--- config.mk ---
export PLATFORM = sky130hd
export DESIGN_NAME = wino_cfg_regs
export DESIGN_NICKNAME = d
export VERILOG_FILES = /design/src/verilog/wino_pkg.sv /design/src/verilog/wino_cfg_regs.sv
export VERILOG_INCLUDE_DIRS = /design/src /design/src/verilog
export SDC_FILE = /design/constraint.sdc
export NUM_CORES = 1
export LEC_CHECK = 0
export ABC_AREA = 1
export BUFFER_PORTS_ARGS = -buffer_cell sky130_fd_sc_hd__buf_2
export CAP_MARGIN = 20
export CORE_AREA = 2 2 39 41
export CTS_CLUSTER_SIZE = 8
export DETAILED_ROUTE_END_ITERATION = 8
export DIE_AREA = 0 0 41 43
export PLACE_DENSITY = 0.48
export SLEW_MARGIN = 20
export SYNTH_ARGS = -nofsm -noshare
export SYNTH_HDL_FRONTEND = slang
export SYNTH_SLANG_ARGS = --single-unit
--- constraint.sdc ---
create_clock -name clk -period 0.88 [get_ports clk]
set_input_delay 0.088 -clock clk [delete_from_list [all_inputs] [get_ports clk]]
set_output_delay 0.088 -clock clk [all_outputs]
set_load 0.005 [all_outputs]
--- src/verilog/wino_consts.svh ---
`ifndef WINO_CONSTS_SVH
`define WINO_CONSTS_SVH

// Datapath widths.
`define WINO_ACC_W 30
`define WINO_PIX_W 16

// Tile geometry for F(4,3).
`define WINO_IN_ROWS 6
`define WINO_OUT_ROWS 4

// Quantizer defaults after reset.
`define WINO_SHIFT_RST 8
`define WINO_RELU_RST 1

`endif

--- src/verilog/wino_pkg.sv ---
`include "wino_consts.svh"

package wino_pkg;

	typedef logic signed [`WINO_ACC_W-1:0] acc_t;

	// One input row, or one transposed row fed to the row pass.
	typedef struct packed {
		acc_t m0;
		acc_t m1;
		acc_t m2;
		acc_t m3;
		acc_t m4;
		acc_t m5;
	} wino_row_t;

	typedef struct packed {
		acc_t y0;
		acc_t y1;
		acc_t y2;
		acc_t y3;
	} wino_sum_row_t;

	typedef struct packed {
		logic signed [`WINO_PIX_W-1:0] p0;
		logic signed [`WINO_PIX_W-1:0] p1;
		logic signed [`WINO_PIX_W-1:0] p2;
		logic signed [`WINO_PIX_W-1:0] p3;
	} wino_pix_row_t;

	typedef struct packed {
		logic [3:0] shift; // Arithmetic right shift amount.
		logic relu;
	} wino_quant_cfg_t;

endpackage

--- src/verilog/wino_cfg_regs.sv ---
`timescale 1ns/10ps
`include "wino_consts.svh"

module wino_cfg_regs import wino_pkg::*; (
	input  logic            clk,
	input  logic            i_rst_n,
	input  logic            i_cfg_we,
	input  logic            i_cfg_addr,
	input  logic [7:0]      i_cfg_wdata,
	output wino_quant_cfg_t o_cfg
);

	logic [3:0] shift_q;
	logic relu_q;

	// Address 0 is the shift, address 1 the ReLU enable.
	always_ff @(posedge clk or negedge i_rst_n) begin
		if (!i_rst_n) begin
			shift_q <= 4'(`WINO_SHIFT_RST);
			relu_q <= 1'(`WINO_RELU_RST);
		end else if (i_cfg_we) begin
			if (i_cfg_addr == 1'b0) begin
				shift_q <= i_cfg_wdata[3:0]; // Upper nibble dropped.
			end else begin
				relu_q <= i_cfg_wdata[0];
			end
		end
	end

	assign o_cfg.shift = shift_q;
	assign o_cfg.relu = relu_q;

endmodule

# Word-level counts from Yosys, hierarchy flattened
# Index checks and enable logic that the tools add are counted.
[word_totals]
latchBits = 0
n_memories = 0
ff_bits = 5
out_inout_bits = 5
ram_bits = 0
word_cells = 5
mem_bits_ro = 0
inputBits = 12
[classes]
n_shift = 0
addsub = 0
bitwise = 1
n_mul = 0
div_mod_pow = 0
eq_ne = 0
magnitude_cmp = 0
reduce_logical = 2
muxes = 0
[op_table]
columns = ["op", "n"]
rows = [
  ["$reduce_and 2->1", 2],
  ["$not 1->1", 1],
]

# Depth between registers and ports, before layout
[depth]
word_depth = 2
mapped_depth = 4
mapped_depth_nobuf = 4

# Worst setup path after synthesis
# OpenSTA, ideal clock, no wires.
[synth_timing]
path_kind = "register to output"
start = "register relu_q"
end = "output o_cfg[0] in the netlist's numbering"
required_ns = 0.792
n_path_buf = 1
arrival_time_ns = 0.598
path_slack_ns = 0.194
stages_incl_launch_ff = 2
cell_sequence = "dfstp_2 > buf_4"
[synth_lines]
columns = ["item", "line_no", "rtl"]
rows = [
  ["start: declaration", "wino_cfg_regs.sv:14", "logic relu_q;"],
  ["start signal: assignment", "wino_cfg_regs.sv:20", "relu_q <= 1'(`WINO_RELU_RST);"],
  ["start signal: assignment", "wino_cfg_regs.sv:25", "relu_q <= i_cfg_wdata[0];"],
  ["end: declaration", "wino_cfg_regs.sv:10", "output wino_quant_cfg_t o_cfg"],
]
# No word-level cell between the ends.

# Final worst setup path
[layout_timing]
start = "register relu_q"
end = "output o_cfg[0] in the netlist's numbering"
# No word-level cell between the ends.

==> summary.txt <==
Worst setup path
  • Critical path's slowest cell: dfstp_2
  • Worst Path Max Fanout: 2
  • WS Path Type: reg -> out
  • Data arrival, critical path: 0.87 ns
  • WP data required: 0.79 ns
  • WP buf/inv: 1
  • Delay-heaviest family, CP: flip-flops
  • Max incr delay on CP: 0.52 ns
  • Origin of the critical flop-to-flop path: shift_q[3]
  • Reg-to-Reg End: shift_q[3]
  • Crit start category: flop
  • Critical path origin: relu_q
  • Critical-path cell list: buf_2
  • Reg2Reg Depth: 2
  • CP endpoint kind: output pin
  • Worst R2R Setup Slack: 0.19 ns

Yosys
  • Post-Synthesis Cells: 24
  • Synth warn: 0
  • Number of library cell types mapped by synthesis: 7
  • Cell Area, Synth: 211 µm²
  • Largest family of logic cells by synthesized area: simple AND/OR/NAND/NOR gates
  • Syn_area_per_cell: 8.81 µm²
  • Syn Nets: 36
  • FF+latch count, synth: 5
  • Top post-synthesis cells by area: dfrtp_1, dfstp_2, nand2_1
  • Synth area leader: dfrtp_1
  • Compound-Gate Fraction of Synth Area: 0%
  • Post-Synth Adder-Cell Area: 0%
  • Register area share after synthesis: 60.4%
  • Synth Area in XOR/XNOR: 0%
  • Post-synthesis mux area share: 0%
  • Synth Area in Simple Gates: 34.3%
  • Post-synth top area share: 35.5%

Finish
  • Fin nets: 53
  • N_diodes: 0
  • Share of layout cells above drive strength 1: 45.0%
  • Syn-to-layout area delta: 54.4%

Floorplanning
  • Core area: 1380 µm²
  • Cell Rows: 14
  • Die area: 1760 µm²
  • I/O pin cnt: 17
  • Initial core utilization: 15.3%
  • Die X: 41 µm
  • Die height: 43 µm

Pwr
  • Switch share: 24.6%
  • Sequential fraction of design power: 43.2%
  • Peak VDD IR: 0.513 mV
  • PnR Total Power: 0.655 mW
  • Comb pwr share: 15.4%
  • Sw Pwr: 0.161 mW
  • Internal power: 0.494 mW
  • Clock power frac: 41.4%
  • Leakage power: 0.181 nW
  • Pwr Density: 2000 nW/µm²

Min path
  • Cells on Worst Hold Path: 3
  • Hold endpoint: shift_q[3]
  • Hold path start: i_cfg_wdata[3]
  • Hold Path Class: in -> reg

Global routing
  • First-pass GRT wire length: 828 µm
  • Grt ovf: 0
  • Vias in the first global route: 219
  • Initial antenna violation count: 0
  • Pin count of the biggest net entering global routing: 8
  • Gr usage total: 7.24%

Drt
  • DRT antenna net count: 0
  • WL per Instance: 8.36 µm
  • DRC violations left: 0
  • Initial DRC Count: 7
  • Routed WL: 468 µm
  • Drt pass-1 iters: 4
  • Via count: 208
  • Vias per cell: 3.71

Clock network
  • Clock sinks: 5
  • Post CTS Setup Buffer Count: 0
  • CTS clk-pin slew, worst paths: 0.05 ns
  • CTS H-tree lvls: 1
  • CTS Buf Count: 3
  • Root buffer cell: clkbuf_4
  • Clk buf depth: 2
  • Worst-Skew Late Latency: 0.24 ns
  • TritonCTS clock tree: yes

Flow run
  • Max Cap Violations: 0

STA
  • Final hold vios: 0
  • PnR worst setup slack: -0.0759 ns
  • Slew margin rel.: 90.0%
  • Final Skew: 0 ns
  • RSZ-0062 raised after global routing: true
  • Final setup fails: 2
  • Slew Viols, Final: 0
  • Fmax: 1050 MHz
  • Fin crit share: 109%
  • Tightest Pin Transition: 0.150 ns
  • Final min period: 0.956 ns
  • Setup TNS: -0.146 ns

Status
  • Status: finished with violations
  • Failing checks: negative setup slack

Place
  • PortBufs: 12
  • GPL Wtd Cong: 0.725
## registers in the layout, indices dropped and copies added, names as in the netlist
signal	flops
shift_q	4
relu_q	1
## worst max-delay path by stage
stage / depth (start not counted) / end
finish: 1 / o_cfg[0]
global route: 1 / o_cfg[0]
CTS: 1 / o_cfg[0]
detailed placement: 1 / o_cfg[4]
global placement: 1 / o_cfg[4]
floorplan: 1 / o_cfg[0]
## power groups by stage
| stage | combinational (mW) | clock (mW) | sequential [mW] |
|---|---|---|---|
| final | 0.101 | 0.271 | 0.283 |
| after global routing | 0.119 | 0.295 | 0.286 |
| after CTS | 0.0974 | 0.279 | 0.282 |
| after detailed placement | 0.0940 | 0 | 0.285 |
| after global placement | 0.0934 | 0 | 0.285 |
| after floorplan | 0.0405 | 0 | 0.287 |
## cell families after synthesis
family        count (synthesis)
simple gates                 17
flops                         5
buf+inv                       2
## area by class of cell
type                       count  area, µm²
multi-input combinational     17       72.6
inverter                       1       3.75
tap                           16       20.0
fill                         157       1060
timing repair buffer          13       76.3
sequential                     5        128
clock buffer                   4       26.3
## metrics by stage
| step | std cells | worst slack (ns) | hold slack [ns] | instance area (µm²) | util (%) |
|---|---|---|---|---|---|
| after detailed placement | 51 | 0.182 | -0.0891 | 284 | 20.5 |
| after CTS | 56 | -0.0828 | 0.0646 | 320 | 23.1 |
| after global placement | 51 | 0.183 | -0.0900 | 284 | 20.5 |
| final | 56 | -0.0759 | 0.0672 | 327 | 23.6 |
| after floorplan | 24 | 0.194 | -0.208 | 211 | - |
| after global routing | 56 | -0.0973 | 0.101 | 327 | 23.6 |
## cells in the mapped netlist
cell type	number
inv_1	1
nand3_1	5
buf_4	1
dfstp_2	2
nand2_1	11
dfrtp_1	3
nand2_2	1
## timing repair
item | CTS | global route
gates cloned | 0 | 0
resized for setup | 0 | 1
setup endpoints to repair | 2 | 2
hold endpoints to repair | 5 | 0
hold buffers | 1 | 0
## metal layers
| layer | GRT usage, % | share of wire [%] |
|---|---|---|
| met1 | 8.09 | 43 |
| met2 | 10.0 | 47 |
| met3 | 3.14 | 10 |
| met4 | 6.00 | 0 |
| met5 | 0 | 0 |
## cell usage in the layout, fill, tap and decap left out
cell type      instances
nand2_1               11
buf_2                 11
nand3_1                5
clkbuf_4               3
dfrtp_1                3
dfstp_2                2
inv_1                  1
nand2_2                1
clkbuf_1               1
dlygate4sd3_1          1
buf_6                  1
Note: power is estimated with default switching activity, not from simulation.
