### src/verilog/wino_consts.svh
`ifndef WINO_CONSTS_SVH
`define WINO_CONSTS_SVH

// Datapath widths.
`define WINO_ACC_W 30
`define WINO_PIX_W 16

// Tile geometry for F(4,3).
`define WINO_IN_ROWS 6
`define WINO_OUT_ROWS 4

// Quantizer defaults after reset.
`define WINO_SHIFT_RST 8
`define WINO_RELU_RST 1

`endif

### src/verilog/wino_pkg.sv
`include "wino_consts.svh"

package wino_pkg;

	typedef logic signed [`WINO_ACC_W-1:0] acc_t;

	// One input row, or one transposed row fed to the row pass.
	typedef struct packed {
		acc_t m0;
		acc_t m1;
		acc_t m2;
		acc_t m3;
		acc_t m4;
		acc_t m5;
	} wino_row_t;

	typedef struct packed {
		acc_t y0;
		acc_t y1;
		acc_t y2;
		acc_t y3;
	} wino_sum_row_t;

	typedef struct packed {
		logic signed [`WINO_PIX_W-1:0] p0;
		logic signed [`WINO_PIX_W-1:0] p1;
		logic signed [`WINO_PIX_W-1:0] p2;
		logic signed [`WINO_PIX_W-1:0] p3;
	} wino_pix_row_t;

	typedef struct packed {
		logic [3:0] shift; // Arithmetic right shift amount.
		logic relu;
	} wino_quant_cfg_t;

endpackage

### src/verilog/wino_out_quant.sv
`timescale 1ns/10ps
`include "wino_consts.svh"

module wino_out_quant import wino_pkg::*; (
	input  logic            clk,
	input  logic            i_rst_n,
	input  wino_quant_cfg_t i_cfg,
	input  logic            i_valid,
	input  wino_sum_row_t   i_sum,
	output logic            o_valid,
	output wino_pix_row_t   o_pix
);

	localparam acc_t PIX_MAX = acc_t'((1 << (`WINO_PIX_W - 1)) - 1);
	localparam acc_t PIX_MIN = -PIX_MAX - acc_t'(1);

	// ReLU, then shift, then clamp to pixel range.
	function automatic logic signed [`WINO_PIX_W-1:0] quant(acc_t v, wino_quant_cfg_t cfg);
		acc_t sh;
		logic signed [`WINO_PIX_W-1:0] res;
		sh = v >>> cfg.shift;
		if (cfg.relu && v < 0)
			res = '0;
		else if (sh > PIX_MAX)
			res = PIX_MAX[`WINO_PIX_W-1:0];
		else if (sh < PIX_MIN)
			res = PIX_MIN[`WINO_PIX_W-1:0];
		else
			res = sh[`WINO_PIX_W-1:0];
		return res;
	endfunction

	always_ff @(posedge clk or negedge i_rst_n) begin
		if (!i_rst_n) o_valid <= 1'b0;
		else o_valid <= i_valid;
	end

	always_ff @(posedge clk) begin
		o_pix.p0 <= quant(i_sum.y0, i_cfg);
		o_pix.p1 <= quant(i_sum.y1, i_cfg);
		o_pix.p2 <= quant(i_sum.y2, i_cfg);
		o_pix.p3 <= quant(i_sum.y3, i_cfg);
	end

	// Shift and ReLU must hold across a tile's rows.
	a_cfg_stable: assert property (@(posedge clk) disable iff (!i_rst_n)
		(i_valid && $past(i_valid)) |-> $stable(i_cfg));

endmodule

### config.mk
export PLATFORM = sky130hd
export DESIGN_NAME = wino_out_quant
export DESIGN_NICKNAME = d
export VERILOG_FILES = /design/src/verilog/wino_pkg.sv /design/src/verilog/wino_out_quant.sv
export VERILOG_INCLUDE_DIRS = /design/src /design/src/verilog
export SDC_FILE = /design/constraint.sdc
export NUM_CORES = 1
export LEC_CHECK = 0
export ABC_CLOCK_PERIOD_IN_PS = 800
export BUFFER_PORTS_ARGS = -buffer_cell sky130_fd_sc_hd__buf_2
export CAP_MARGIN = 20
export CORE_MARGIN = 3
export CORE_UTILIZATION = 35
export CTS_BUF_LIST = sky130_fd_sc_hd__clkbuf_16
export DETAILED_ROUTE_END_ITERATION = 6
export HOLD_SLACK_MARGIN = 0.06
export PLACE_DENSITY = 0.54
export SLEW_MARGIN = 25
export SYNTH_ARGS = -nofsm -noshare
export SYNTH_HDL_FRONTEND = slang
export SYNTH_SLANG_ARGS = --single-unit
### constraint.sdc
create_clock -name clk -period 0.8 [get_ports clk]
set_input_delay 0.04 -clock clk [delete_from_list [all_inputs] [get_ports clk]]
set_output_delay 0.04 -clock clk [all_outputs]
set_load 0.01 [all_outputs]
# [Yosys cells after proc, flatten, opt, wreduce, memory -nomap -nowiden]
# Index checks and enable logic that the tools add are counted.
# W data, S select, Z words.
[classes] n_shift=4 reduce_logical=8 mux=8 order_cmp=12
[op_table] cell="$gt A30 B16 Y1 const B" n=4
[op_table] cell="$lt A30 B1 Y1 const B" n=4
[op_table] cell="$lt A30 B16 Y1 const B" n=4
[op_table] cell="$sshr A30 B4 Y30" n=4
[op_table] cell="$mux W16" n=4
[op_table] cell="$mux W15" n=4
[op_table] cell="$reduce_or A2 Y1" n=4
[op_table] cell="$logic_and A1 B1 Y1" n=4
[word_totals] ff_bits=65 word_cells=41 out_inout_bits=65 in_bits=128

# [Logic depth before layout (Yosys ltp)]
# Gate-level depths: netlist (run 1).
[logic_depth] word_depth=4 depth_mapped=14 depth_no_buf=7

# [Worst setup path after synthesis (run 1)]
# OpenSTA, ideal clock, no wires.
[synth_timing] path_type="input -> register" start="input i_cfg[3] (netlist bit)" end="register o_pix[10] (netlist bit)" setup_time_ps=132 stages=11 arrival_ps=2145 path_buffers=4 slack_ps=-1477 required_ps=668 path_cell_list="buf_4 -> buf_2 -> nor2_1 -> clkbuf_1 -> mux2i_1 -> o211ai_1 -> nor4_1 -> a22o_1 -> a31o_2 -> clkbuf_1 -> o21ai_0"
[synth_between] elab_chain_cells=4 word_cells_on_any_way=5 cone_classes="order compare: 2; shift: 1; mux: 2"
[synth_rtl] element="start, declared" line="wino_out_quant.sv:7" source="input wino_quant_cfg_t i_cfg,"
[synth_rtl] element="$sshr A30 B4 Y30 *" line="wino_out_quant.sv:21" source="sh = v >>> cfg.shift;"
[synth_rtl] element="$lt A30 B16 Y1" line="wino_out_quant.sv:26" source="else if (sh < PIX_MIN)"
[synth_rtl] element="$mux W16" line="wino_out_quant.sv:26"
[synth_rtl] element="$mux W15 *" line="wino_out_quant.sv:24" source="else if (sh > PIX_MAX)"
[synth_rtl] element="end, declared" line="wino_out_quant.sv:11" source="output wino_pix_row_t o_pix"
# Every way passes the cells marked *; elsewhere a longest branch is shown, timed or not.
# A chain may end at the register's enable or synchronous reset.

# [Worst setup path in the final report (run 1)]
[layout_timing] start="input i_cfg[1] (netlist bit)" end="register o_pix[37] (netlist bit)"
# Same word-level chain as after synthesis.

==> results of run 1 <==
logic make-up (layout without fill, tap and decap cells):
family / Yosys count / in the layout / share of synthesized area, %
simple gates: 262 / 262 / 16.32
buf+inv: 101 / 506 / 7.107
flops: 65 / 65 / 17.84
compound gates: 311 / 313 / 27.49
mux: 190 / 190 / 31.25
per-layer routing:
layer	wire length (um)	GRT usage, %	vias up
li1	-	-	4339
met1	12710	32.11	4349
met2	15970	46.09	373
met3	1929	3.943	86
met4	1166	10.83	2
met5	13	0	-
flip-flops by register name, summed over array words and instances (netlist names):
name / count
o_pix: 64
o_valid: 1
critical path, delay by kind of cell:
kind / cells / cell delay (ns)
compound gates: 6 / 1.27
buf+inv: 5 / 0.82
where the power goes:
group          internal (mW)  total (mW)  switching [mW]
clock network           2.41        4.08            1.67
logic                   3.89        7.60            3.71
registers               3.56        3.68           0.113
Yosys cell counts, drive strengths merged, types with 6 or more instances:
master and instances:
o221ai 7, nand3 12, and2 10, o22ai 28, a221oi 6, a21o 15
a22o 8, a211oi 28, mux2 49, a31oi 7, o21ai 76, o211ai 13
dfxtp 64, nor2b 24, buf 45, mux2i 115, nand2 105, and3 9
nor4 6, mux4 26, clkbuf 45, a21oi 78, nor3 11, inv 11
nor2 67
layout make-up:
| type | instances | area share [%] |
|---|---|---|
| flip-flops and latches | 65 | 11.20 |
| inverters | 11 | 0.3872 |
| well taps | 270 | 2.825 |
| repair buffers | 479 | 31.75 |
| multi-input cells | 765 | 51.37 |
| clock buffers | 9 | 1.883 |
| clock inverters | 7 | 0.5964 |
metrics by stage:
stage / hold WS [ns] / cells
finish: 0.1080 / 1606
global route: 0.1494 / 1606
CTS: 0.1061 / 1575
detailed placement: -0.1841 / 1527
global placement: -0.1861 / 1527
floorplan: -0.2556 / 929
worst min path at each step:
stage | from | endpoint | slack [ns] | depth (start not counted)
floorplan | i_rst_n | o_valid$_DFF_PN0_ | -0.26 | 0
global placement | i_rst_n | o_valid$_DFF_PN0_ | -0.19 | 1
detailed placement | i_rst_n | o_valid$_DFF_PN0_ | -0.18 | 1
CTS | i_sum[119] | o_pix[63]$_SDFF_PP0_ | 0.11 | 4
global route | i_sum[119] | o_pix[63]$_SDFF_PP0_ | 0.15 | 4
finish | i_sum[119] | o_pix[63]$_SDFF_PP0_ | 0.11 | 4
repair_timing:
item	in CTS	in global routing
hold endpoints to repair	6	0
cloned	6	4
gates resized for setup	136	147
pin swaps	38	33
setup buffers	20	27
setup endpoints to repair	121	129
hold buffers	6	0
==> impl_metrics.ini, run 1 <==
[status]
status = finished, violations left
violations = setup timing

[finish]
n_fill_cell = 1872
multiInputGateArea_um2 = 6142
fin_util_pct = 58.72
nNetsFinal = 1459
final_common_cell = buf_4
finalInstanceArea_um2 = 11960
seq_area_um2 = 1339
area_delta_synth_final_pct = 63.28
antenna_cells = 0
final_cell_mix = buf_4 (236), buf_2 (162), nand2_1 (103), mux2i_1 (95), a21oi_1 (75)
drive_gt1_share_pct = 52.17

[synthesis]
ys_warn_count = 0
synth_largest_area_cell = dfxtp_1
ys_top_cells_by_area = dfxtp_1 (17%), mux2i_1 (16%), mux4_2 (8.0%)
synth_edf_count = 0
synth_nets = 1057
ys_ff_latch = 65
netlist_area_um2 = 7323
synth_top_area_share_pct = 17.50
async_reset_ff_share_pct = 1.538
synthDistinctLibCells = 61
synth_area_per_cell_um2 = 7.883
synth_ff_type = dfxtp_1
synthCells = 929
ys_seq_area_share_pct = 17.84

[clock_network]
numCtsBuffers = 9
clockBufferDepth = 2
cts_tree = done
cts.clk_slew.worst_paths_ns = 0.07
htreeDepth = 3
cts_root_buffer = clkbuf_16
cts_sinks = 65

[placed_design]
post_dp_cell_area_um2 = 9976
place_ws_ns = -1.835
io_buffers = 192
routabilityCongestion = 0.9207
hpwl_mm = 23.25

[setup_path]
critical_path_class = input pin to register
crit_path_top_delay_cell = o31ai_2
cp.arrival_ns = 2.15
path_cells = buf_12, buf_6, inv_6, buf_4, a2111oi_2, a21oi_1, a311oi_1, o211ai_1, o31ai_2, buf_4, o21ai_1
slowest_delay_ns = 0.39
setup.worst_path.end = o_pix[37]$_SDFF_PP0_
required_ns = 1.04
cp_common_cell = buf_4
critPathMaxFanout = 15
startpoint = i_cfg[1]
crit_path_start_kind = input pin
end_kind = register

[routing]
routed_wl_mm = 31.79
drtIter0Drc = 614
firstDrtPassIters = 5
routedWlPerCell_um = 19.80
via_per_inst = 5.697
ant_nets = 0
vias = 9149
route.detailed.drc = 0

[floorplanning]
die_area_um2 = 22700
ios = 193
core-area_um2 = 20360
die_y_um = 150.7
die_x_um = 150.7
start_util_pct = 35.96
row_count = 52

[min_path]
worstHoldPathType = input pin to register

[sta]
clock.fmax_mhz = 522.4
drv_slew = 0
relSlewSlack_pct = 61.47
fin_crit_ns = 1.914
worst_slew_pin_slew_ns = 0.5780
grt_setup_unrepaired = yes
fin_ws_ns = -1.114
setup_viol = 118
tns_ns = -62.97
finalHoldViolCount = 0
period_share_pct = 239.3

[global_route]
antenna_found_initial = 1
grt_max_degree = 43
grt_pass1_vias = 8711
grtUsageTotal_pct = 26.28
overflow = 0
grt_pass1_wl_mm = 46.71

[pwr]
powerDensity_nw_per_um2 = 1284
power_mw = 15.35
p_leak_nw = 5.425
peakVddDrop_uv = 843.9

[job]
max_cap_violations = 0
Note: power is estimated with default switching activity, not from simulation.
==> run 2, diff against run 1 <==
TNS_END_PERCENT = 5   (was not set)
==> impl_metrics.ini, run 2 (synthesized netlist as in run 1, its figures left out) <==
[status]
status = finished, violations left
violations = setup timing

[min_path]
worstHoldPathType = input pin to register
hold_depth = 3

[setup_path]
critical_path_class = input pin to register
critPathMaxFanout = 7
required_ns = 1.07
crit_path_start_kind = input pin
end_kind = register
cp.arrival_ns = 2.14

[placed_design]
place_ws_ns = -1.658
routabilityCongestion = 0.9116
post_dp_cell_area_um2 = 9898
dp_cells = 1515
hpwl_mm = 23.05
io_buffers = 192

[clock_network]
htreeDepth = 3
numCtsBuffers = 9
clockBufferDepth = 2
cts_sinks = 65
cts.clk_slew.worst_paths_ns = 0.06
cts_root_buffer = clkbuf_16
cts_tree = done

[finish]
multiInputGateArea_um2 = 5919
seq_area_um2 = 1335
regMostFlops = o_pix
nNetsFinal = 1409
largest_reg_flops = 64
final_cell_mix = buf_4 (211), buf_2 (165), nand2_1 (105), mux2i_1 (97), a21oi_1 (76)
area_delta_synth_final_pct = 51.70
finalInstanceArea_um2 = 11110
layout.cells.non_filler = 1557
final_common_cell = buf_4
fin_util_pct = 54.55
largestRegisters = o_pix: 64 flops, o_valid: 1 flops
n_fill_cell = 1916
drive_gt1_share_pct = 47.20

[floorplanning]
die_x_um = 150.7
ios = 193
core-area_um2 = 20360
start_util_pct = 35.96
die_area_um2 = 22700
row_count = 52
die_y_um = 150.7

[sta]
hold_ws_ns = 0.06118
grt_setup_unrepaired = yes
worst_slew_pin_slew_ns = 0.4635
tns_ns = -61.57
drv_slew = 0
fin_ws_ns = -1.072
fin_crit_ns = 1.872
clock.fmax_mhz = 534.3
setup_viol = 121
period_share_pct = 234.0
finalHoldViolCount = 0
relSlewSlack_pct = 68.77

[job]
max_cap_violations = 0

[routing]
route.met3.wl_mm = 2.407
top_layer = met5
met1Wirelength_mm = 12.04
route.detailed.drc = 0
via_per_inst = 5.742
firstDrtPassIters = 6
route.met2.wl_mm = 15.05
routed_wl_mm = 30.76
ant_nets = 0
vias = 8941
drtIter0Drc = 659
routedWlPerCell_um = 19.76

[pwr]
power_mw = 14.63
powerDensity_nw_per_um2 = 1317
p_leak_nw = 5.040
p_sw_mw = 5.225
peakVddDrop_uv = 1124
power.share.combinational_pct = 47.0
p_clk_share_pct = 27.9
switching_share_pct = 35.70
p_seq_share_pct = 25.1
intPower_mw = 9.410

[global_route]
grt_pass1_vias = 8781
overflow = 0
grt_pass1_wl_mm = 46.71
grtUsageTotal_pct = 26.29
antenna_found_initial = 2
grt_max_degree = 50
[run 2: timing repair]
item / 4_1_cts / 5_1_grt
setup endpoints to repair: 125 / 125
hold endpoints to repair: 6 / 0
pin swaps: 17 / 10
resized for setup: 106 / 56
setup buffers: 11 / 1
cloned: 7 / 0
hold buffers: 6 / 0
[run 2: final timing paths]
path,slack (ns),start,to
max,-1.07,i_cfg[1],o_pix[39]$_SDFF_PP0_
min,0.06,i_cfg[0],o_pix[15]$_SDFF_PP0_
max in group asynchronous,0.15,i_rst_n,o_valid$_DFF_PN0_
min in group asynchronous,0.54,i_rst_n,o_valid$_DFF_PN0_
[run 2: power by group through the flow]
stage | Combinational, mW | Sequential [mW] | Clock, mW
after floorplan | 3.23 | 3.84 | 0
after detailed placement | 6.05 | 3.69 | 0
after global routing | 7.38 | 3.69 | 4.31
after global placement | 6.05 | 3.70 | 0
final | 6.88 | 3.67 | 4.09
after CTS | 6.59 | 3.66 | 4.14
[run 2: metal layers]
layer  vias up  global-route usage [%]
li1       4236                       -
met1      4190                   31.89
met2       420                   44.74
met3        93                   5.629
met4         2                   11.65
met5         -                       0
[run 2: critical path, stage by stage]
cell and delay, ns:
buf_16 0.12, buf_8 0.12, mux2i_2 0.15, buf_4 0.15, a222oi_1 0.29, buf_4 0.21, nand2b_4 0.05, o41a_1 0.45
o31a_4 0.41, o21ai_0 0.15
[run 2: cell type report]
type,instances,area share [%]
Tap cell,270,3.041
Inverter,11,0.3717
Multi-Input combinational cell,766,53.28
Clock inverter,7,0.6983
Antenna cell,1,0.02253
Timing Repair Buffer,428,28.54
Clock buffer,9,2.027
Sequential cell,65,12.02
