--- config.mk ---
export PLATFORM = sky130hd
export DESIGN_NAME = wino_transpose
export DESIGN_NICKNAME = d
export VERILOG_FILES = /design/src/verilog/wino_pkg.sv /design/src/verilog/wino_transpose.sv
export VERILOG_INCLUDE_DIRS = /design/src /design/src/verilog
export SDC_FILE = /design/constraint.sdc
export NUM_CORES = 1
export LEC_CHECK = 0
export BUFFER_PORTS_ARGS = -buffer_cell sky130_fd_sc_hd__clkbuf_2
export CAP_MARGIN = 20
export CORE_UTILIZATION = 27
export CTS_CLUSTER_DIAMETER = 30
export DETAILED_ROUTE_END_ITERATION = 8
export GPL_TIMING_DRIVEN = 0
export SLEW_MARGIN = 20
export SYNTH_ARGS = -nofsm -noshare
export SYNTH_HDL_FRONTEND = slang
export SYNTH_SLANG_ARGS = --single-unit
--- constraint.sdc ---
create_clock -name clk -period 22.1 [get_ports clk]
set_input_delay 4.42 -clock clk [delete_from_list [all_inputs] [get_ports clk]]
set_output_delay 4.42 -clock clk [all_outputs]
set_load 0.005 [all_outputs]
--- src/verilog/wino_consts.svh ---
`ifndef WINO_CONSTS_SVH
`define WINO_CONSTS_SVH

// Datapath widths.
`define WINO_ACC_W 30
`define WINO_PIX_W 16

// Tile geometry for F(4,3).
`define WINO_IN_ROWS 6
`define WINO_OUT_ROWS 4

// Quantizer defaults after reset.
`define WINO_SHIFT_RST 8
`define WINO_RELU_RST 1

`endif

--- src/verilog/wino_pkg.sv ---
`include "wino_consts.svh"

package wino_pkg;

	typedef logic signed [`WINO_ACC_W-1:0] acc_t;

	// One input row, or one transposed row fed to the row pass.
	typedef struct packed {
		acc_t m0;
		acc_t m1;
		acc_t m2;
		acc_t m3;
		acc_t m4;
		acc_t m5;
	} wino_row_t;

	typedef struct packed {
		acc_t y0;
		acc_t y1;
		acc_t y2;
		acc_t y3;
	} wino_sum_row_t;

	typedef struct packed {
		logic signed [`WINO_PIX_W-1:0] p0;
		logic signed [`WINO_PIX_W-1:0] p1;
		logic signed [`WINO_PIX_W-1:0] p2;
		logic signed [`WINO_PIX_W-1:0] p3;
	} wino_pix_row_t;

	typedef struct packed {
		logic [3:0] shift; // Arithmetic right shift amount.
		logic relu;
	} wino_quant_cfg_t;

endpackage

--- src/verilog/wino_transpose.sv ---
`timescale 1ns/10ps
`include "wino_consts.svh"

module wino_transpose import wino_pkg::*; (
	input  logic          clk,
	input  logic          i_rst_n,
	input  logic          i_valid,
	input  wino_sum_row_t i_sum,
	output logic          o_valid,
	output wino_row_t     o_row
);

	localparam logic [2:0] LAST_COL = 3'(`WINO_IN_ROWS - 1);
	localparam logic [1:0] LAST_OUT = 2'(`WINO_OUT_ROWS - 1);

	wino_sum_row_t col_arr [0:`WINO_IN_ROWS-1];
	wino_sum_row_t ser_buf [0:`WINO_IN_ROWS-1];
	logic [2:0] col_cnt;
	logic [1:0] out_cnt;
	logic load_pend; // Whole tile collected.
	logic busy;

	function automatic acc_t pick(wino_sum_row_t s, logic [1:0] j);
		acc_t r;
		case (j)
			2'd0: r = s.y0;
			2'd1: r = s.y1;
			2'd2: r = s.y2;
			default: r = s.y3;
		endcase
		return r;
	endfunction

	always_ff @(posedge clk or negedge i_rst_n) begin
		if (!i_rst_n) begin
			col_cnt <= '0;
			load_pend <= 1'b0;
			busy <= 1'b0;
			out_cnt <= '0;
		end else begin
			load_pend <= i_valid && (col_cnt == LAST_COL);
			if (i_valid) begin
				col_cnt <= (col_cnt == LAST_COL) ? 3'd0 : col_cnt + 3'd1;
			end
			// A fresh load restarts emission from row 0.
			if (load_pend) begin
				busy <= 1'b1;
				out_cnt <= '0;
			end else if (busy) begin
				out_cnt <= out_cnt + 2'd1;
				if (out_cnt == LAST_OUT) begin
					busy <= 1'b0;
				end
			end
		end
	end

	always_ff @(posedge clk) begin
		if (i_valid) begin
			col_arr[col_cnt] <= i_sum;
		end
		if (load_pend) begin
			ser_buf <= col_arr; // Frees the collect side for the next tile.
		end
	end

	// Row j of the buffer is yj taken from each column result.
	always_comb begin
		o_row.m0 = pick(ser_buf[0], out_cnt);
		o_row.m1 = pick(ser_buf[1], out_cnt);
		o_row.m2 = pick(ser_buf[2], out_cnt);
		o_row.m3 = pick(ser_buf[3], out_cnt);
		o_row.m4 = pick(ser_buf[4], out_cnt);
		o_row.m5 = pick(ser_buf[5], out_cnt);
	end

	assign o_valid = busy;

	// A valid run always ends on a tile boundary.
	a_whole_tiles: assert property (@(posedge clk) disable iff (!i_rst_n)
		(!i_valid && $past(i_valid)) |-> (col_cnt == 3'd0));

endmodule

=== Yosys cells after proc, flatten, opt, wreduce, memory -nomap -nowiden ===
Cells that the tools add are included.
Widths: inputs -> output; s select.

* Bits in registers: 1,447
* Input bits: 123
* Output and inout bits: 181
* Word-level logic and storage cells: 80

* $add $sub $neg: 2
* Magnitude comparators: 2
* Equality and inequality tests: 4
* Multiplexer cells: 15
* Bitwise operators: 1
* Reductions and logical operators: 4

{| class="wikitable"
|+ Operator list
! operator !! number
|-
| $bwmux 720 || 1
|-
| $pmux 30 s3 || 6
|-
| $demux 120 s3 || 1
|-
| $mux 120 || 1
|-
| $eq 2x2->1 const B || 2
|-
| $ge 4x4->1 const B || 1
|-
| $lt 4x1->1 const B || 1
|-
| $mux 2 || 2
|-
| $not 3->4 || 1
|-
| $add 3x1->3 const B || 1
|-
| $eq 3x3->1 const B || 1
|-
| $mux 1 || 3
|-
| $mux 3 || 1
|-
| $add 2x1->2 const B || 1
|-
| $eq 2x1->1 const B || 1
|-
| $logic_and 1x1->1 || 2
|-
| $logic_not 2->1 || 1
|-
| $reduce_bool 2->1 || 1
|}

=== Longest topological paths before layout ===
Gate-level depths: netlist (run 1).

* Depth after elaboration: 6
* Depth in mapped cells: 7
* Mapped depth without buffers: 4

=== Worst setup path before layout (run 1) ===
Ideal clock, no wire load.

* Path type: input port to flip-flop
* Start: input port i_valid
* End: register col_arr[600] (netlist bit), enable pin
* Library setup time: 0.935 ns
* Data arrival time: 16.475 ns
* Required time: 21.165 ns
* Path slack: 4.690 ns
* Stages on the path: 1
* Path buffers: 0
* Path through: nor4b_1

{| class="wikitable"
|+ RTL lines
! item !! RTL line !! text
|-
| start: declaration || wino_transpose.sv:7 || <nowiki>input logic i_valid,</nowiki>
|-
| end signal: indexed assignment || wino_transpose.sv:60 || <nowiki>col_arr[col_cnt] <= i_sum;</nowiki>
|-
| end: declaration || wino_transpose.sv:16 || <nowiki>wino_sum_row_t col_arr [0:`WINO_IN_ROWS-1];</nowiki>
|}

No word-level cell between the ends.

==> out/metrics.yaml, run 1 <==
yosys:
  ys_seq_area_frac: 0.904
  synth.distinct_cells: 21
  synth_seq_cells: 1447
  syn_inst: 2110
  synth_edf_count: 1440
  synth-adder-area-share: 0.00104
  syn_area_per_cell_um2: 22.8
  synth_compound_area_frac: 0.0567
  synthXorXnorAreaFrac: 0.000365
  ys.flop_type: "edfxtp_1"
  synth_nets: 2237
  synth_area_mm2: 0.0480
  synth_mux_area_frac: 0.000208
  synthSimpleGateAreaFrac: 0.0252
  synthArstFlopShare: 0.00484
  synth_top_family_by_area: "compound AO/OA/AOI/OAI gates"
  yosysWarnings: 0
worst_setup_path:
  endpoint_kind: "output pin"
  path_max_fanout: 10
  worst_r2r_startpoint: "col_cnt[0]$_DFFE_PN0P_"
  cp.arrival_ns: 3.63
  reg2reg_slack_ns: 18.56
  reg2reg_to: "col_arr[620]$_DFFE_PP_"
  critical_path_class: "reg2out"
  critical_path_required_ns: 17.68
  start_kind: "register"
  worst_r2r_path_depth: 12
final_layout:
  drive_gt1_frac: 0.276
  postLayoutCellArea_mm2: 0.0604
  areaGrowthSynthToFinish_pct: 25.7
  nets: 2809
  instances_no_fill: 5199
routing:
  drt-total-wl_um: 129000
  ant_nets: 0
  viasPerCell: 4.40
  wl_per_cell_um: 24.8
  drc: 14
  drt_iter0_markers: 2454
  num_vias: 22875
  dr.pass1.iters: 9
cts:
  tritoncts: "yes"
  post_cts_buffers: 0
  path_clk_slew_ns: 0.06
  worstSkewPairLatency_ns: 0.82
  cts_buffer_depth: 3
  clock-root-buffer: "clkbuf_16"
  cts_hold_buf: 0
  htree_num_levels: 4
  numCtsBuffers: 196
  clkSinkCount: 1447
  post_cts_resize_count: 0
timing:
  hold_violations: 0
  fin_crit_ns: 8.05
  drv_slew: 0
  rsz0062_at_grt: "false"
  timing.fmax_ghz: 0.124
  fin_ws_ns: 14.05
  tightest_slew_ns: 1.18
  setup_violations: 0
  hold_slack_ns: 0.382
  maxSlewHeadroom: 0.210
  clock_skew_ns: 0.0406
  finalCritPeriodShare: 0.364
place:
  place.gp.congestion: 0.737
  port_buffers: 303
  post-place-ws_ns: 14.64
  dp_hpwl_um: 84700
  dp_cells: 4824
  dpl_cell_area_mm2: 0.0535
floorplanning:
  core_area_mm2: 0.176
  start_util: 0.272
  die_w_um: 424
  io-pin-count: 304
  rows: 154
  dieArea_mm2: 0.180
  die_y_um: 424
pwr:
  p_clk_frac: 0.368
  p_leak_uw: 0.0198
  powerDensity_mw_per_mm2: 143
  p_int_uw: 5930
  power_frac_comb: 0.228
  swShare: 0.315
  p_seq_frac: 0.404
  vdd_drop_max_mv: 0.0685
  p_switching_uw: 2720
grt:
  grt_pass1_wl_um: 174000
  grt_max_degree: 62
  grt_pass1_vias: 22849
  gr-usage-all-layers: 0.141
  grt-ovfl-total: 0
  grt_antenna_before_repair: 12
min_path:
  min-delay-path-class: "reg2reg"
  hold_path_end: "ser_buf[448]$_DFFE_PP_"
  worstHoldStart: "col_arr[448]$_DFFE_PP_"
  min_path_cells: 0
status:
  outcome: "complete, but fails checks"
  violations: "DRC"
job:
  drv_cap: 0
## cell families after synthesis
kind of cell             Yosys count
adder cells (fa/ha/maj)            4
multiplexers                       1
AO/OA/AOI/OAI                    363
XOR/XNOR                           2
buffers and inverters            103
flip-flops                      1447
AND/OR/NAND/NOR                  190
## layout make-up
type / count / area (um^2)
inverters: 3 / 11.3
diodes: 3 / 7.51
clock buffers: 216 / 4980
well taps: 2340 / 2930
flip-flops and latches: 1447 / 43400
plain buffers: 100 / 616
multi-input cells: 560 / 4060
fillers: 16503 / 116000
clock inverters: 156 / 1900
repair buffers: 374 / 2450
## routing by layer
metal | GRT usage | vias to the layer above | share of wire
met5 | 0 | - | 0.00044
met4 | 0.0573 | 10 | 0.036
met3 | 0.0314 | 220 | 0.067
met2 | 0.249 | 866 | 0.52
met1 | 0.164 | 11782 | 0.38
li1 | - | 9997 | -
## worst max-delay path by stage
stage | cells past startpoint | end | startpoint
after floorplan | 1 | col_arr[600]$_DFFE_PP_ | i_valid
after global placement | 2 | col_arr[621]$_DFFE_PP_ | i_valid
after detailed placement | 12 | col_arr[621]$_DFFE_PP_ | i_valid
after CTS | 7 | o_row[131] | out_cnt[0]$_DFFE_PN0P_
after global routing | 7 | o_row[131] | out_cnt[0]$_DFFE_PN0P_
final | 7 | o_row[131] | out_cnt[0]$_DFFE_PN0P_
## synthesized netlist by cell type (2+ instances only)
library cell  count  area [um^2]
inv_1             2         7.51
dfrtp_1           7          175
ha_1              4         50.1
clkbuf_1         44          165
nor2b_1         180         1130
a222oi_1        180         1800
a21oi_1         180          901
and4b_1           3         30.0
buf_6            24          270
nor4bb_1          2         20.0
edfxtp_1       1440        43200
buf_2            32          160
a21o_1            3         22.5
nor2_1            2         7.51
## through the flow
stage	total power [uW]	util	setup TNS, ns
6_report	8650	0.342	0
5_1_grt	8960	0.342	0
4_1_cts	8790	0.342	0
3_5_place_dp	5590	0.303	0
3_3_place_gp	5760	0.297	-1419.39
2_1_floorplan	4490	-	0
## power by group through the flow
stage               clock network [uW]  registers (uW)  logic (uW)
finish                            3180            3490        1970
global route                      3350            3510        2090
CTS                               3240            3490        2050
detailed placement                   0            3550        2050
global placement                     0            3870        1900
floorplan                            0            3740         751
## sequential cells by signal, indices dropped and copies added, names as in the netlist
name       count
ser_buf      720
o_valid        1
col_cnt        3
load_pend      1
out_cnt        2
col_arr      720
## cell usage in the layout, fill, tap and decap left out, types with 2 or more instances in the layout
cell,n
nor2_1,2
nor2b_1,180
buf_12,9
a222oi_1,180
clkinv_16,10
ha_1,4
clkinv_2,17
and4b_4,2
clkbuf_16,196
clkbuf_1,48
buf_2,48
buf_4,20
nor4bb_4,2
inv_1,2
dfrtp_1,6
clkinv_4,18
a21o_1,3
buf_6,36
clkinv_8,4
clkbuf_2,319
buf_16,14
inv_8,15
diode_2,3
a21oi_1,180
clkinvlp_4,27
bufinv_16,20
inv_6,26
edfxtp_1,1440
clkinv_1,18
## critical path: stages (launching register included)
cell and delay (ns):
dfrtp_1 0.41, inv_1 0.10, ha_1 0.16, buf_6 0.16, clkbuf_1 0.85, a222oi_1 0.27
a21oi_1 0.64, clkbuf_2 0.23
Note: power is estimated with default switching activity, not from simulation.
==> inputs of run 2 (changes only) <==
- clock period: 22.1 -> 7.85 ns (I/O delays scaled with it)
==> run 2 against run 1 <==
Effect of this change: clock skew grew 0.062 ns; sequential share of layout area decreased by 1.9 points; critical path type unchanged; setup slack got worse by 11 ns; power increased to 3.0 times the previous value; flip-flop and latch count stayed put; via count up 1.2%; first-iteration DRC count grew 16%; global-route usage hardly changed; utilization rose by 0.91 points; design area grew 2.7%; the run still ends with DRC left; die area did not move; clock-buffer cell count increased by 42.
==> out/metrics.yaml, run 2 (synthesis gave the netlist of run 1 again) <==
cts:
  worstSkewPairLatency_ns: 0.88
  path_clk_slew_ns: 0.06
  clkSinkCount: 1447
  post_cts_buffers: 0
  tritoncts: "yes"
  cts_hold_buf: 0
  post_cts_resize_count: 0
  numCtsBuffers: 233
  cts_buffer_depth: 3
  clock-root-buffer: "clkbuf_16"
  htree_num_levels: 4
grt:
  gr-usage-all-layers: 0.141
  grt_pass1_wl_um: 174000
  grt_max_degree: 61
  grt_pass1_vias: 22807
  grt_antenna_before_repair: 8
  grt-ovfl-total: 0
routing:
  viasPerCell: 4.40
  ant_nets: 0
  wl_per_cell_um: 24.6
  drt-met1-wl_um: 49600
  wl_met3_um: 8650
  drc: 39
  num_vias: 23153
  route.met2.wl_um: 67300
  drt_iter0_markers: 2841
  top_layer: "met5"
  drt-total-wl_um: 130000
  dr.pass1.iters: 8
pwr:
  p_switching_uw: 7950
  swShare: 0.305
  power_frac_comb: 0.215
  p_seq_frac: 0.377
  vdd_drop_max_mv: 0.259
  p_leak_uw: 0.0205
  powerDensity_mw_per_mm2: 420
  p_int_uw: 18100
  p_clk_frac: 0.408
timing:
  hold_violations: 0
  maxSlewHeadroom: 0.200
  fin_ws_ns: 2.57
  tightest_slew_ns: 1.20
  hold_slack_ns: 0.312
  setup_violations: 0
  timing.fmax_ghz: 0.189
  clock_skew_ns: 0.102
  finalCritPeriodShare: 0.673
  drv_slew: 0
  rsz0062_at_grt: "false"
  fin_crit_ns: 5.28
worst_setup_path:
  path_max_fanout: 10
  cp.arrival_ns: 3.71
  critical_path_required_ns: 6.28
  start_kind: "register"
  critical_path_class: "reg2out"
  endpoint_kind: "output pin"
  worst_r2r_path_depth: 9
final_layout:
  final_cell_mix: "1440 x edfxtp_1, 320 x clkbuf_2, 234 x clkbuf_16"
  layout_commonest_cell: "edfxtp_1"
  seq_area_mm2: 0.0434
  largest_registers: "col_arr x720, ser_buf x720, col_cnt x3"
  areaGrowthSynthToFinish_pct: 29.0
  postLayoutCellArea_mm2: 0.0620
  drive_gt1_frac: 0.290
  multiInputGateArea_mm2: 0.00407
  nets: 2837
  n_fill_cell: 16375
place:
  port_buffers: 303
  place.gp.congestion: 0.741
  post-place-ws_ns: 3.20
  dpl_cell_area_mm2: 0.0535
  dp_hpwl_um: 84700
floorplanning:
  io-pin-count: 304
  rows: 154
  dieArea_mm2: 0.180
  core_area_mm2: 0.176
  start_util: 0.272
  die_w_um: 424
  die_y_um: 424
status:
  violations: "DRC"
  outcome: "complete, but fails checks"
min_path:
  min-delay-path-class: "reg2reg"
  min_path_cells: 0
job:
  drv_cap: 0
## run 2: routing by layer
| layer | global-route usage | vias up |
|---|---|---|
| li1 | - | 10111 |
| met1 | 0.167 | 11946 |
| met2 | 0.248 | 900 |
| met3 | 0.0304 | 190 |
| met4 | 0.0558 | 6 |
| met5 | 0 | - |
## run 2: critical path, stage by stage (launching register included)
cell      delay [ns]
dfrtp_1         0.41
inv_1           0.10
ha_1            0.16
buf_6           0.14
clkbuf_1        0.83
a222oi_1        0.37
a21oi_1         0.62
clkbuf_2        0.22
## run 2: cell type report
type,count,share of cell area
Sequential cell,1447,0.701
Clock inverter,184,0.0400
Tap cell,2340,0.0472
Antenna cell,7,0.000283
Clock buffer,258,0.0959
Inverter,3,0.000182
Timing Repair Buffer,365,0.0401
Buffer,100,0.00995
Multi-Input combinational cell,560,0.0656
## run 2: final timing paths
path | from | endpoint | slack, ns
hold / removal | col_arr[19]$_DFFE_PP_ | ser_buf[19]$_DFFE_PP_ | 0.31
min in group asynchronous | i_rst_n | col_cnt[2]$_DFFE_PN0P_ | 0.58
hold reg to reg | col_arr[19]$_DFFE_PP_ | ser_buf[19]$_DFFE_PP_ | 0.31
max in group asynchronous | i_rst_n | load_pend$_DFF_PN0_ | 7.02
setup reg to reg | col_cnt[0]$_DFFE_PN0P_ | col_arr[170]$_DFFE_PP_ | 4.56
setup / recovery | out_cnt[0]$_DFFE_PN0P_ | o_row[131] | 2.57
## run 2: power by group through the flow
stage	combinational, uW	sequential [uW]	clock (uW)
after floorplan	2120	10200	0
after detailed placement	5790	9980	0
after global placement	5360	10400	0
after CTS	5810	9830	10800
final	5590	9830	10600
after global routing	5930	9890	11100
## run 2: metrics by stage
step | instances | TNS, ns | total power (uW) | utilization
floorplan | 2110 | 0 | 12300 | -
global placement | 4753 | -332.30 | 15800 | 0.298
detailed placement | 4815 | 0 | 15800 | 0.303
CTS | 5257 | 0 | 26400 | 0.351
global route | 5258 | 0 | 26900 | 0.351
finish | 5264 | 0 | 26000 | 0.351
